===== src/common/ctrl_slave_pkg.sv =====
/*
 * Control slave package
 * Register map, sizes and shared types of the engine control slave
 */

package ctrl_slave_pkg;

  // Sizes and counts
  localparam int unsigned DATA_WIDTH    = 32;
  localparam int unsigned ADDR_WIDTH    = 32;
  localparam int unsigned N_CORES       = 4;  // Also the id width, ids are one-hot
  localparam int unsigned N_CONTEXT     = 2;
  localparam int unsigned N_JOB_REGS    = 8;
  localparam int unsigned N_SW_EVT      = 8;
  localparam int unsigned REG_IDX_WIDTH = 4;

  localparam int unsigned SW_EVT_SEL_WIDTH  = $clog2(N_SW_EVT);
  localparam int unsigned CLEAR_CYCLES      = 3;
  localparam int unsigned CLEAR_CNT_WIDTH   = $clog2(CLEAR_CYCLES + 1);
  localparam int unsigned STATUS_PEND_LSB   = 8;  // Pending count position in STATUS

  // Shared types
  typedef logic [DATA_WIDTH-1:0]              data_t;
  typedef logic [N_CORES-1:0]                 core_id_t;
  typedef logic [$clog2(N_CONTEXT)-1:0]       ctx_idx_t;
  typedef logic [$clog2(N_CONTEXT+1)-1:0]     pending_t;
  typedef logic [REG_IDX_WIDTH-1:0]           reg_idx_t;
  typedef logic [$clog2(N_JOB_REGS)-1:0]      job_idx_t;
  typedef data_t [N_JOB_REGS-1:0]             job_regs_t;
  typedef logic [N_SW_EVT-1:0]                sw_evt_t;

  // Register indices (word addresses)
  localparam reg_idx_t REG_TRIGGER   = 4'd0;
  localparam reg_idx_t REG_ACQUIRE   = 4'd1;
  localparam reg_idx_t REG_STATUS    = 4'd2;
  localparam reg_idx_t REG_RUNNING   = 4'd3;
  localparam reg_idx_t REG_SOFTCLEAR = 4'd4;
  localparam reg_idx_t REG_SWEVT     = 4'd5;
  localparam reg_idx_t REG_JOB_BASE  = 4'd8;  // Job registers fill 8 to 15

  // Returned by ACQUIRE when no context can be claimed
  localparam data_t ACQUIRE_BUSY = '1;

endpackage


===== src/context/context_tracker.sv =====
/*
 * Job context tracker
 * Keeps the commit and run pointers, the pending count, the core that
 * offloaded each context and the critical section granted by ACQUIRE
 */

`timescale 1ns/1ps
`default_nettype none

module context_tracker (
  input  logic                      clk_i,
  input  logic                      rst_ni,
  input  logic                      clear_i,
  input  logic                      acquire_i,
  input  logic                      commit_i,
  input  ctrl_slave_pkg::core_id_t  commit_core_i,
  input  logic                      done_accept_i,
  output ctrl_slave_pkg::ctx_idx_t  pointer_ctx_o,
  output ctrl_slave_pkg::ctx_idx_t  running_ctx_o,
  output ctrl_slave_pkg::pending_t  pending_o,
  output logic                      full_o,
  output logic                      job_pending_o,
  output logic                      acquire_ok_o,
  output ctrl_slave_pkg::core_id_t  run_core_o
);
  import ctrl_slave_pkg::*;

  typedef enum logic {CTX_IDLE, CTX_CRITICAL} ctx_state_e;

  ctx_state_e ctx_state_q;
  ctx_idx_t   pointer_q;
  ctx_idx_t   running_q;
  pending_t   pending_q;
  core_id_t   offload_core_q [N_CONTEXT];

  // Commit and run pointers, plus the number of queued jobs
  always_ff @(posedge clk_i or negedge rst_ni) begin
    if (!rst_ni) begin
      pointer_q <= '0;
      running_q <= '0;
      pending_q <= '0;
    end else if (clear_i) begin
      pointer_q <= '0;
      running_q <= '0;
      pending_q <= '0;
    end else begin
      if (commit_i)
        pointer_q <= (pointer_q == ctx_idx_t'(N_CONTEXT - 1)) ? '0 : pointer_q + 1'b1;
      if (done_accept_i)
        running_q <= (running_q == ctx_idx_t'(N_CONTEXT - 1)) ? '0 : running_q + 1'b1;
      if (commit_i && !done_accept_i)
        pending_q <= pending_q + 1'b1;
      else if (!commit_i && done_accept_i)
        pending_q <= pending_q - 1'b1;
    end
  end

  // Completion event target for each context
  always_ff @(posedge clk_i) begin
    if (commit_i) offload_core_q[pointer_q] <= commit_core_i;
  end

  // Critical section, held from a granted ACQUIRE until the commit
  always_ff @(posedge clk_i or negedge rst_ni) begin
    if (!rst_ni) begin
      ctx_state_q <= CTX_IDLE;
    end else if (clear_i) begin
      ctx_state_q <= CTX_IDLE;
    end else begin
      case (ctx_state_q)
        CTX_IDLE:     if (acquire_i && acquire_ok_o) ctx_state_q <= CTX_CRITICAL;
        CTX_CRITICAL: if (commit_i) ctx_state_q <= CTX_IDLE;
        default:      ctx_state_q <= CTX_IDLE;
      endcase
    end
  end

  assign full_o        = (pending_q == pending_t'(N_CONTEXT));
  assign job_pending_o = (running_q != pointer_q) || full_o;
  assign acquire_ok_o  = !full_o && (ctx_state_q == CTX_IDLE);
  assign pointer_ctx_o = pointer_q;
  assign running_ctx_o = running_q;
  assign pending_o     = pending_q;
  assign run_core_o    = offload_core_q[running_q];

endmodule

`default_nettype wire


===== src/context/job_regfile.sv =====
/*
 * Contexted job register file
 * Stores the job registers per context and builds the registered
 * peripheral read data
 */

`timescale 1ns/1ps
`default_nettype none

module job_regfile (
  input  logic                       clk_i,
  input  logic                       rst_ni,
  input  logic                       clear_i,
  input  logic                       job_we_i,
  input  ctrl_slave_pkg::job_idx_t   job_idx_i,
  input  ctrl_slave_pkg::data_t      wdata_i,
  input  ctrl_slave_pkg::ctx_idx_t   pointer_ctx_i,
  input  ctrl_slave_pkg::ctx_idx_t   running_ctx_i,
  input  ctrl_slave_pkg::pending_t   pending_i,
  input  logic                       acquire_ok_i,
  input  logic                       is_working_i,
  input  ctrl_slave_pkg::reg_idx_t   rd_sel_i,
  output ctrl_slave_pkg::data_t      cfg_r_data_o,
  output ctrl_slave_pkg::job_regs_t  job_regs_o
);
  import ctrl_slave_pkg::*;

  job_regs_t regs_q [N_CONTEXT];
  data_t     rd_data;

  // Writes always land in the context being programmed
  always_ff @(posedge clk_i) begin
    if (clear_i) begin
      for (int c = 0; c < N_CONTEXT; c++) regs_q[c] <= '0;
    end else if (job_we_i) begin
      regs_q[pointer_ctx_i][job_idx_i] <= wdata_i;
    end
  end

  assign job_regs_o = regs_q[running_ctx_i];  // Engine sees the running job

  always_comb begin
    rd_data = '0;
    if (rd_sel_i >= REG_JOB_BASE) begin
      rd_data = regs_q[pointer_ctx_i][job_idx_t'(rd_sel_i - REG_JOB_BASE)];
    end else begin
      case (rd_sel_i)
        REG_STATUS: begin
          rd_data[0] = is_working_i;
          rd_data[STATUS_PEND_LSB +: $bits(pending_t)] = pending_i;
        end
        REG_RUNNING: rd_data = data_t'(running_ctx_i);
        REG_ACQUIRE: rd_data = acquire_ok_i ? data_t'(pointer_ctx_i) : ACQUIRE_BUSY;
        default:     rd_data = '0;
      endcase
    end
  end

  always_ff @(posedge clk_i or negedge rst_ni) begin
    if (!rst_ni) cfg_r_data_o <= '0;
    else         cfg_r_data_o <= rd_data;
  end

endmodule

`default_nettype wire


===== src/verilog/cfg_decode.sv =====
/*
 * Peripheral request decoder
 * Turns requests into operation strobes, registers the read response
 * handshake and generates software events and the soft clear pulse
 */

`timescale 1ns/1ps
`default_nettype none

module cfg_decode (
  input  logic                      clk_i,
  input  logic                      rst_ni,
  input  logic                      cfg_req_i,
  input  logic                      cfg_wen_i,      // High for a read
  input  ctrl_slave_pkg::data_t     cfg_add_i,
  input  ctrl_slave_pkg::data_t     cfg_data_i,
  input  ctrl_slave_pkg::core_id_t  cfg_id_i,
  output logic                      cfg_gnt_o,
  output logic                      cfg_r_valid_o,
  output ctrl_slave_pkg::core_id_t  cfg_r_id_o,
  output logic                      acquire_o,
  output logic                      commit_o,
  output logic                      trigger_o,
  output logic                      job_we_o,
  output ctrl_slave_pkg::job_idx_t  job_idx_o,
  output ctrl_slave_pkg::data_t     wdata_o,
  output ctrl_slave_pkg::core_id_t  commit_core_o,
  output ctrl_slave_pkg::reg_idx_t  rd_sel_o,
  output ctrl_slave_pkg::sw_evt_t   sw_evt_o,
  output logic                      clear_o
);
  import ctrl_slave_pkg::*;

  reg_idx_t                   reg_idx;
  logic                       is_rd;
  logic                       is_wr;
  logic                       swevt_wr;
  logic                       clear_wr;
  logic [CLEAR_CNT_WIDTH-1:0] clear_cnt_q;

  assign reg_idx   = cfg_add_i[REG_IDX_WIDTH+1:2];  // Drop byte offset
  assign is_rd     = cfg_req_i & cfg_wen_i;
  assign is_wr     = cfg_req_i & ~cfg_wen_i;

  // Operation strobes
  assign acquire_o     = is_rd && (reg_idx == REG_ACQUIRE);
  assign commit_o      = is_wr && (reg_idx == REG_TRIGGER);
  assign trigger_o     = commit_o && (cfg_data_i == '0);  // Zero data also triggers
  assign job_we_o      = is_wr && (reg_idx >= REG_JOB_BASE);
  assign job_idx_o     = job_idx_t'(reg_idx - REG_JOB_BASE);
  assign wdata_o       = cfg_data_i;
  assign commit_core_o = cfg_id_i;
  assign rd_sel_o      = reg_idx;
  assign swevt_wr      = is_wr && (reg_idx == REG_SWEVT);
  assign clear_wr      = is_wr && (reg_idx == REG_SOFTCLEAR);

  assign cfg_gnt_o = 1'b1;  // Never back-pressured

  // Response handshake, one cycle after the request
  always_ff @(posedge clk_i or negedge rst_ni) begin
    if (!rst_ni) begin
      cfg_r_valid_o <= 1'b0;
      cfg_r_id_o    <= '0;
    end else begin
      cfg_r_valid_o <= cfg_req_i;
      if (cfg_req_i) cfg_r_id_o <= cfg_id_i;
    end
  end

  // One-cycle software event on bit (data mod N_SW_EVT)
  always_ff @(posedge clk_i or negedge rst_ni) begin
    if (!rst_ni) begin
      sw_evt_o <= '0;
    end else begin
      sw_evt_o <= '0;
      if (swevt_wr && !clear_o) sw_evt_o[cfg_data_i[SW_EVT_SEL_WIDTH-1:0]] <= 1'b1;
    end
  end

  // Soft clear counter, the pulse lags the counter by one cycle
  always_ff @(posedge clk_i or negedge rst_ni) begin
    if (!rst_ni) begin
      clear_cnt_q <= '0;
      clear_o     <= 1'b0;
    end else begin
      if (clear_cnt_q == '0) begin
        if (clear_wr) clear_cnt_q <= CLEAR_CNT_WIDTH'(1);
      end else if (clear_cnt_q == CLEAR_CNT_WIDTH'(CLEAR_CYCLES)) begin
        clear_cnt_q <= '0;
      end else begin
        clear_cnt_q <= clear_cnt_q + 1'b1;
      end
      clear_o <= (clear_cnt_q != '0);
    end
  end

endmodule

`default_nettype wire


===== src/verilog/ctrl_slave_top.sv =====
/*
 * Engine control slave top level
 * Chains request decode, context tracking, job registers and run control
 */

`timescale 1ns/1ps
`default_nettype none

module ctrl_slave_top (
  input  logic                       clk_i,
  input  logic                       rst_ni,
  input  logic                       cfg_req_i,
  input  logic                       cfg_wen_i,
  input  ctrl_slave_pkg::data_t      cfg_add_i,
  input  ctrl_slave_pkg::data_t      cfg_data_i,
  input  ctrl_slave_pkg::core_id_t   cfg_id_i,
  output logic                       cfg_gnt_o,
  output ctrl_slave_pkg::data_t      cfg_r_data_o,
  output logic                       cfg_r_valid_o,
  output ctrl_slave_pkg::core_id_t   cfg_r_id_o,
  input  logic                       done_i,
  output logic                       start_o,
  output logic                       is_working_o,
  output ctrl_slave_pkg::job_regs_t  job_regs_o,
  output ctrl_slave_pkg::core_id_t   evt_o,
  output ctrl_slave_pkg::sw_evt_t    sw_evt_o,
  output logic                       clear_o
);
  import ctrl_slave_pkg::*;

  logic     acquire, commit, trigger, job_we;
  job_idx_t job_idx;
  data_t    wdata;
  core_id_t commit_core;
  reg_idx_t rd_sel;
  ctx_idx_t pointer_ctx, running_ctx;
  pending_t pending;
  logic     job_pending, acquire_ok, done_accept;
  core_id_t run_core;

  cfg_decode i_cfg_decode (
    .clk_i, .rst_ni, .cfg_req_i, .cfg_wen_i, .cfg_add_i, .cfg_data_i, .cfg_id_i,
    .cfg_gnt_o, .cfg_r_valid_o, .cfg_r_id_o,
    .acquire_o (acquire), .commit_o (commit), .trigger_o (trigger),
    .job_we_o (job_we), .job_idx_o (job_idx), .wdata_o (wdata),
    .commit_core_o (commit_core), .rd_sel_o (rd_sel), .sw_evt_o, .clear_o
  );

  context_tracker i_context_tracker (
    .clk_i, .rst_ni, .clear_i (clear_o), .acquire_i (acquire), .commit_i (commit),
    .commit_core_i (commit_core), .done_accept_i (done_accept),
    .pointer_ctx_o (pointer_ctx), .running_ctx_o (running_ctx), .pending_o (pending),
    .full_o (), .job_pending_o (job_pending), .acquire_ok_o (acquire_ok),
    .run_core_o (run_core)
  );

  job_regfile i_job_regfile (
    .clk_i, .rst_ni, .clear_i (clear_o), .job_we_i (job_we), .job_idx_i (job_idx),
    .wdata_i (wdata), .pointer_ctx_i (pointer_ctx), .running_ctx_i (running_ctx),
    .pending_i (pending), .acquire_ok_i (acquire_ok), .is_working_i (is_working_o),
    .rd_sel_i (rd_sel), .cfg_r_data_o, .job_regs_o
  );

  run_control i_run_control (
    .clk_i, .rst_ni, .clear_i (clear_o), .trigger_i (trigger),
    .job_pending_i (job_pending), .run_core_i (run_core), .done_i,
    .start_o, .is_working_o, .done_accept_o (done_accept), .evt_o
  );

endmodule

`default_nettype wire


===== src/verilog/run_control.sv =====
/*
 * Run controller
 * Starts queued jobs on the engine, accepts done and raises the
 * completion event towards the core that offloaded the job
 */

`timescale 1ns/1ps
`default_nettype none

module run_control (
  input  logic                      clk_i,
  input  logic                      rst_ni,
  input  logic                      clear_i,
  input  logic                      trigger_i,
  input  logic                      job_pending_i,
  input  ctrl_slave_pkg::core_id_t  run_core_i,
  input  logic                      done_i,
  output logic                      start_o,
  output logic                      is_working_o,
  output logic                      done_accept_o,
  output ctrl_slave_pkg::core_id_t  evt_o
);

  typedef enum logic [1:0] {RUN_IDLE, RUN_STARTING, RUN_BUSY} run_state_e;

  run_state_e run_state_q;
  logic       trig_q;     // Trigger waiting for a job to launch
  logic       gap_q;      // Keeps idle one extra cycle after done
  logic       launch;

  assign done_accept_o = done_i & is_working_o;  // Ignore stray done
  assign launch = (run_state_q == RUN_IDLE) && job_pending_i && trig_q && !gap_q;

  always_ff @(posedge clk_i or negedge rst_ni) begin
    if (!rst_ni) begin
      trig_q <= 1'b0;
      gap_q  <= 1'b0;
    end else if (clear_i) begin
      trig_q <= 1'b0;
      gap_q  <= 1'b0;
    end else begin
      if (trigger_i)   trig_q <= 1'b1;  // New trigger wins over consumption
      else if (launch) trig_q <= 1'b0;
      gap_q <= done_accept_o;
    end
  end

  always_ff @(posedge clk_i or negedge rst_ni) begin
    if (!rst_ni) begin
      run_state_q  <= RUN_IDLE;
      is_working_o <= 1'b0;
      start_o      <= 1'b0;
    end else if (clear_i) begin
      run_state_q  <= RUN_IDLE;
      is_working_o <= 1'b0;
      start_o      <= 1'b0;
    end else begin
      start_o <= 1'b0;
      case (run_state_q)
        RUN_IDLE: begin
          if (launch) begin
            run_state_q  <= RUN_STARTING;
            is_working_o <= 1'b1;
          end
        end
        RUN_STARTING, RUN_BUSY: begin
          if (done_accept_o) begin
            run_state_q  <= RUN_IDLE;
            is_working_o <= 1'b0;
          end else if (run_state_q == RUN_STARTING) begin
            run_state_q <= RUN_BUSY;
            start_o     <= 1'b1;   // Single pulse one cycle after working rises
          end
        end
        default: begin
          run_state_q  <= RUN_IDLE;
          is_working_o <= 1'b0;
        end
      endcase
    end
  end

  // Completion event to the core owning the running context
  always_ff @(posedge clk_i or negedge rst_ni) begin
    if (!rst_ni)       evt_o <= '0;
    else if (clear_i)  evt_o <= '0;
    else               evt_o <= done_accept_o ? run_core_i : '0;
  end

endmodule

`default_nettype wire

===== config.mk =====
export PLATFORM = sky130hd
export DESIGN_NAME = ctrl_slave_top
export DESIGN_NICKNAME = d
export VERILOG_FILES = /design/src/common/ctrl_slave_pkg.sv /design/src/context/context_tracker.sv /design/src/context/job_regfile.sv /design/src/verilog/cfg_decode.sv /design/src/verilog/ctrl_slave_top.sv /design/src/verilog/run_control.sv
export SDC_FILE = /design/constraint.sdc
export NUM_CORES = 1
export LEC_CHECK = 0
export BUFFER_PORTS_ARGS = -buffer_cell sky130_fd_sc_hd__clkbuf_2
export CORE_MARGIN = 4
export CORE_UTILIZATION = 43
export DETAILED_ROUTE_END_ITERATION = 10
export SLEW_MARGIN = 20
export SYNTH_ARGS = -nofsm -noshare
export SYNTH_HDL_FRONTEND = slang
export SYNTH_SLANG_ARGS = --single-unit
export TNS_END_PERCENT = 30

===== constraint.sdc =====
create_clock -name clk_i -period 2.6 [get_ports clk_i]
set_clock_uncertainty 0.15 [all_clocks]
set_input_delay 0.52 -clock clk_i [delete_from_list [all_inputs] [get_ports clk_i]]
set_output_delay 0.52 -clock clk_i [all_outputs]
set_load 0.01 [all_outputs]

==> run_results.csv <==
group,metric,value,unit
place,dp_slack,-299,ps
floorplan,die_h,267,um
global_routing,grt_use_total,27.2,%
timing,period_share,105,%
global_routing,grt_max_degree,49,
route,drtAntennaViolNets,0,
timing,min_period,2740,ps
floorplan,die-width,267,um
route,vias_per_cell,5.78,
logic_synthesis,synth_cells,2030,
timing,tightest_slew,940,ps
pwr,seqPwrFrac,44.5,%
pwr,p_int,0.0236,W
hold_path,min_path_type,"in -> reg",
timing,rsz0062_at_grt,"true",
logic_synthesis,ys_seq_area_share,59.4,%
pwr,power.density,958,nW/um2
timing,hold_viol_final,0,
finish,layout-area-overhead-vs-synth,23.9,%
pwr,power_switching,0.0108,W
logic_synthesis,synth-seq-cells,583,
finish,final_layout_size_suffix_gt1_share,40.9,%
clock_tree,tritoncts,"built",
logic_synthesis,yosysMostFrequentCell,"edfxtp_1",
clock_tree,cts_htree_levels,3,
global_routing,grt_pass1_vias,19500,
worst_setup_path,critPathCaptureType,"output pin",
logic_synthesis,synth_area_leaders,"edfxtp_1 54%, and2_1 11%, mux2_2 10%",
clock_tree,clk_pin_slew_worst_paths,60,ps
place,port_buffers,352,
pwr,vdd_drop_max,0.607,mV
logic_synthesis,synth_edf_count,520,
pwr,power_frac_clock,28.1,%
worst_setup_path,start_kind,"flop",
floorplan,rows,94,
worst_setup_path,critical_path_required,1930,ps
timing,drv_slew,0,
global_routing,grt_overflow,0,
clock_tree,cts_root_buffer,"clkbuf_16",
route,dr_total_vias,19600,
clock_tree,cts_buffers,67,
global_routing,grt_antenna_before_repair,3,
timing,slew_headroom,36.7,%
logic_synthesis,ys_types,59,
floorplan,initial_utilization,43.7,%
route,post-route-drc-count,0,
logic_synthesis,synth_commonest_cells,"520 x edfxtp_1, 501 x and2_1, 264 x mux2_2",
flow_run,cap_violations,0,
pwr,p_leak,14.4,nW
clock_tree,cts_buffer_depth,3,
logic_synthesis,synth_flop_cell,"edfxtp_1",
worst_setup_path,crit_type,"reg -> out",
finish,nFillCells,5486,
logic_synthesis,yosysWarnings,0,
logic_synthesis,synth.top_cell.area_share,53.9,%
status,violations,"setup timing",
pwr,p_total,0.0344,W
clock_tree,clock_latency,600,ps
logic_synthesis,synthArstFlopShare,10.8,%
worst_setup_path,crit_fanout,8,
timing,worst_slack,-139,ps
logic_synthesis,syn_nets,2109,
place,gp_congestion,0.855,
logic_synthesis,synth_top_area_cell,"edfxtp_1",
logic_synthesis,syn_avg_cell_area,14.3,um2
pwr,swShare,31.4,%
timing,timing.fmax,365,MHz
pwr,comb_power_share,27.4,%
global_routing,grt_pass1_wl,140000,um
route,wl,101000,um
floorplan,core_area,66200,um2
logic_synthesis,netlist_area,28900,um2
clock_tree,clock_sinks,583,
floorplan,ios,382,
worst_setup_path,arrival,2070,ps
status,outcome,"finished with violations",
route,dr.pass1.iters,5,
floorplan,die-area,71500,um2
route,detail_route.wl_per_cell,29.7,um
route,drt_iter0_markers,1971,
place,dp_hpwl,65800,um
finish,nets,2544,
timing,finalSetupViolCount,252,
-- worst max-delay path, stage by stage, from the launching register on --
cell,delay [ps]
dfrtp_4,500
buf_12,160
buf_12,150
clkbuf_16,170
mux2_4,340
buf_6,130
-- layout by cell type (no fill, tap or decap), types with 11 or more instances in the layout --
| cell type | n |
|---|---|
| nor2_2 | 12 |
| a211oi_1 | 32 |
| dfrtp_1 | 61 |
| buf_6 | 30 |
| a21oi_1 | 21 |
| clkbuf_2 | 317 |
| o22ai_1 | 32 |
| and2_1 | 501 |
| clkinv_1 | 11 |
| mux2_2 | 242 |
| nor3_1 | 21 |
| buf_16 | 11 |
| buf_4 | 138 |
| a221oi_1 | 31 |
| buf_12 | 35 |
| nor2_1 | 16 |
| a221o_1 | 28 |
| mux4_2 | 63 |
| mux2i_1 | 87 |
| clkbuf_16 | 83 |
| mux2_4 | 22 |
| or2_2 | 18 |
| edfxtp_1 | 520 |
| o221a_2 | 15 |
| o21a_1 | 17 |
| clkbuf_1 | 15 |
-- final timing paths --
| kind | from | endpoint | slack [ps] | cells past startpoint |
|---|---|---|---|---|
| worst max-delay path | i_context_tracker.running_ctx_o | job_regs_o[222] | -140 | 5 |
| worst min-delay path | done_i | i_run_control.is_working_o | 150 | 4 |
| worst max register to register | i_context_tracker.pointer_ctx_o | i_job_regfile.cfg_r_data_o[5] | 270 | 4 |
| worst min register to register | i_cfg_decode.cfg_r_id_o[0] | i_cfg_decode.cfg_r_id_o[0] | 360 | 1 |
| max in group asynchronous | rst_ni | i_cfg_decode.cfg_r_valid_o | 1240 | 3 |
| min in group asynchronous | rst_ni | i_cfg_decode.sw_evt_o[6] | 360 | 2 |
-- kinds of logic after synthesis --
| kind of cell | count (synthesis) | synth area share (%) |
|---|---|---|
| simple gates | 627 | 13.4 |
| flops | 583 | 59.4 |
| mux | 414 | 18.2 |
| compound gates | 198 | 5.35 |
| buf+inv | 196 | 3.24 |
| fa+ha+maj | 6 | 0.259 |
| xor+xnor | 5 | 0.151 |
| other cells | 1 | 0.0130 |
-- routing by layer --
layer,vias up,global-route usage [%],wire length (um),part of all wire (%)
met3,152,5.55,7960,7.9
met4,2,7.41,2890,2.9
met1,10100,35.9,39900,40
met5,-,0,7,0.0070
li1,8462,-,-,-
met2,874,46.2,49800,50
-- power by group through the flow --
stage	Combinational (W)	Sequential, W	Clock, W
2_1_floorplan	0.00453	0.0150	0
6_report	0.00942	0.0153	0.00964
5_1_grt	0.00990	0.0156	0.0102
4_1_cts	0.00936	0.0153	0.00975
3_5_place_dp	0.00926	0.0154	0
3_3_place_gp	0.00921	0.0152	0
-- through the flow --
| step | util [%] | instance area [um2] | setup TNS, ps | hold WS (ps) | cells |
|---|---|---|---|---|---|
| after CTS | 53.4 | 35300 | -27600 | 131 | 3362 |
| after global placement | 49.1 | 32500 | -247 | 343 | 3215 |
| final | 54.2 | 35900 | -18830 | 154 | 3385 |
| after floorplan | - | 28900 | 0 | 74.4 | 2030 |
| after detailed placement | 49.1 | 32500 | -299 | 352 | 3215 |
| after global routing | 54.1 | 35900 | -30980 | 161 | 3384 |
-- flip-flops by register name, indices dropped and copies added (netlist names), 2 cells and up --
name	flops
i_job_regfile.regs_q	512
i_job_regfile.cfg_r_data_o	32
i_context_tracker.pending_o	2
i_run_control.run_state_q	2
i_cfg_decode.sw_evt_o	8
i_run_control.evt_o	4
i_context_tracker.offload_core_q	8
i_cfg_decode.cfg_r_id_o	4
i_cfg_decode.clear_cnt_q	2
-- layout make-up --
class                   instances  area (um2)  area share, %
diodes                          3        7.51         0.0209
clock inverters                27         251          0.701
inverters                       9        33.8         0.0942
flip-flops and latches        583       17200           48.0
multi-input cells            1251       10900           30.5
well taps                     864        1080           3.01
repair buffers                553        4380           12.2
clock buffers                  95        1980           5.52
-- repair_timing --
item                                   CTS  global route
hold buffers                             5             0
buffers inserted                        10            12
endpoints found under the hold margin   54             0
pin swaps                                0             0
setup endpoints to repair              245           242
gates resized for setup                 36            78
cloned                                  10            11
No activity file was read; power rests on OpenSTA's default activity.
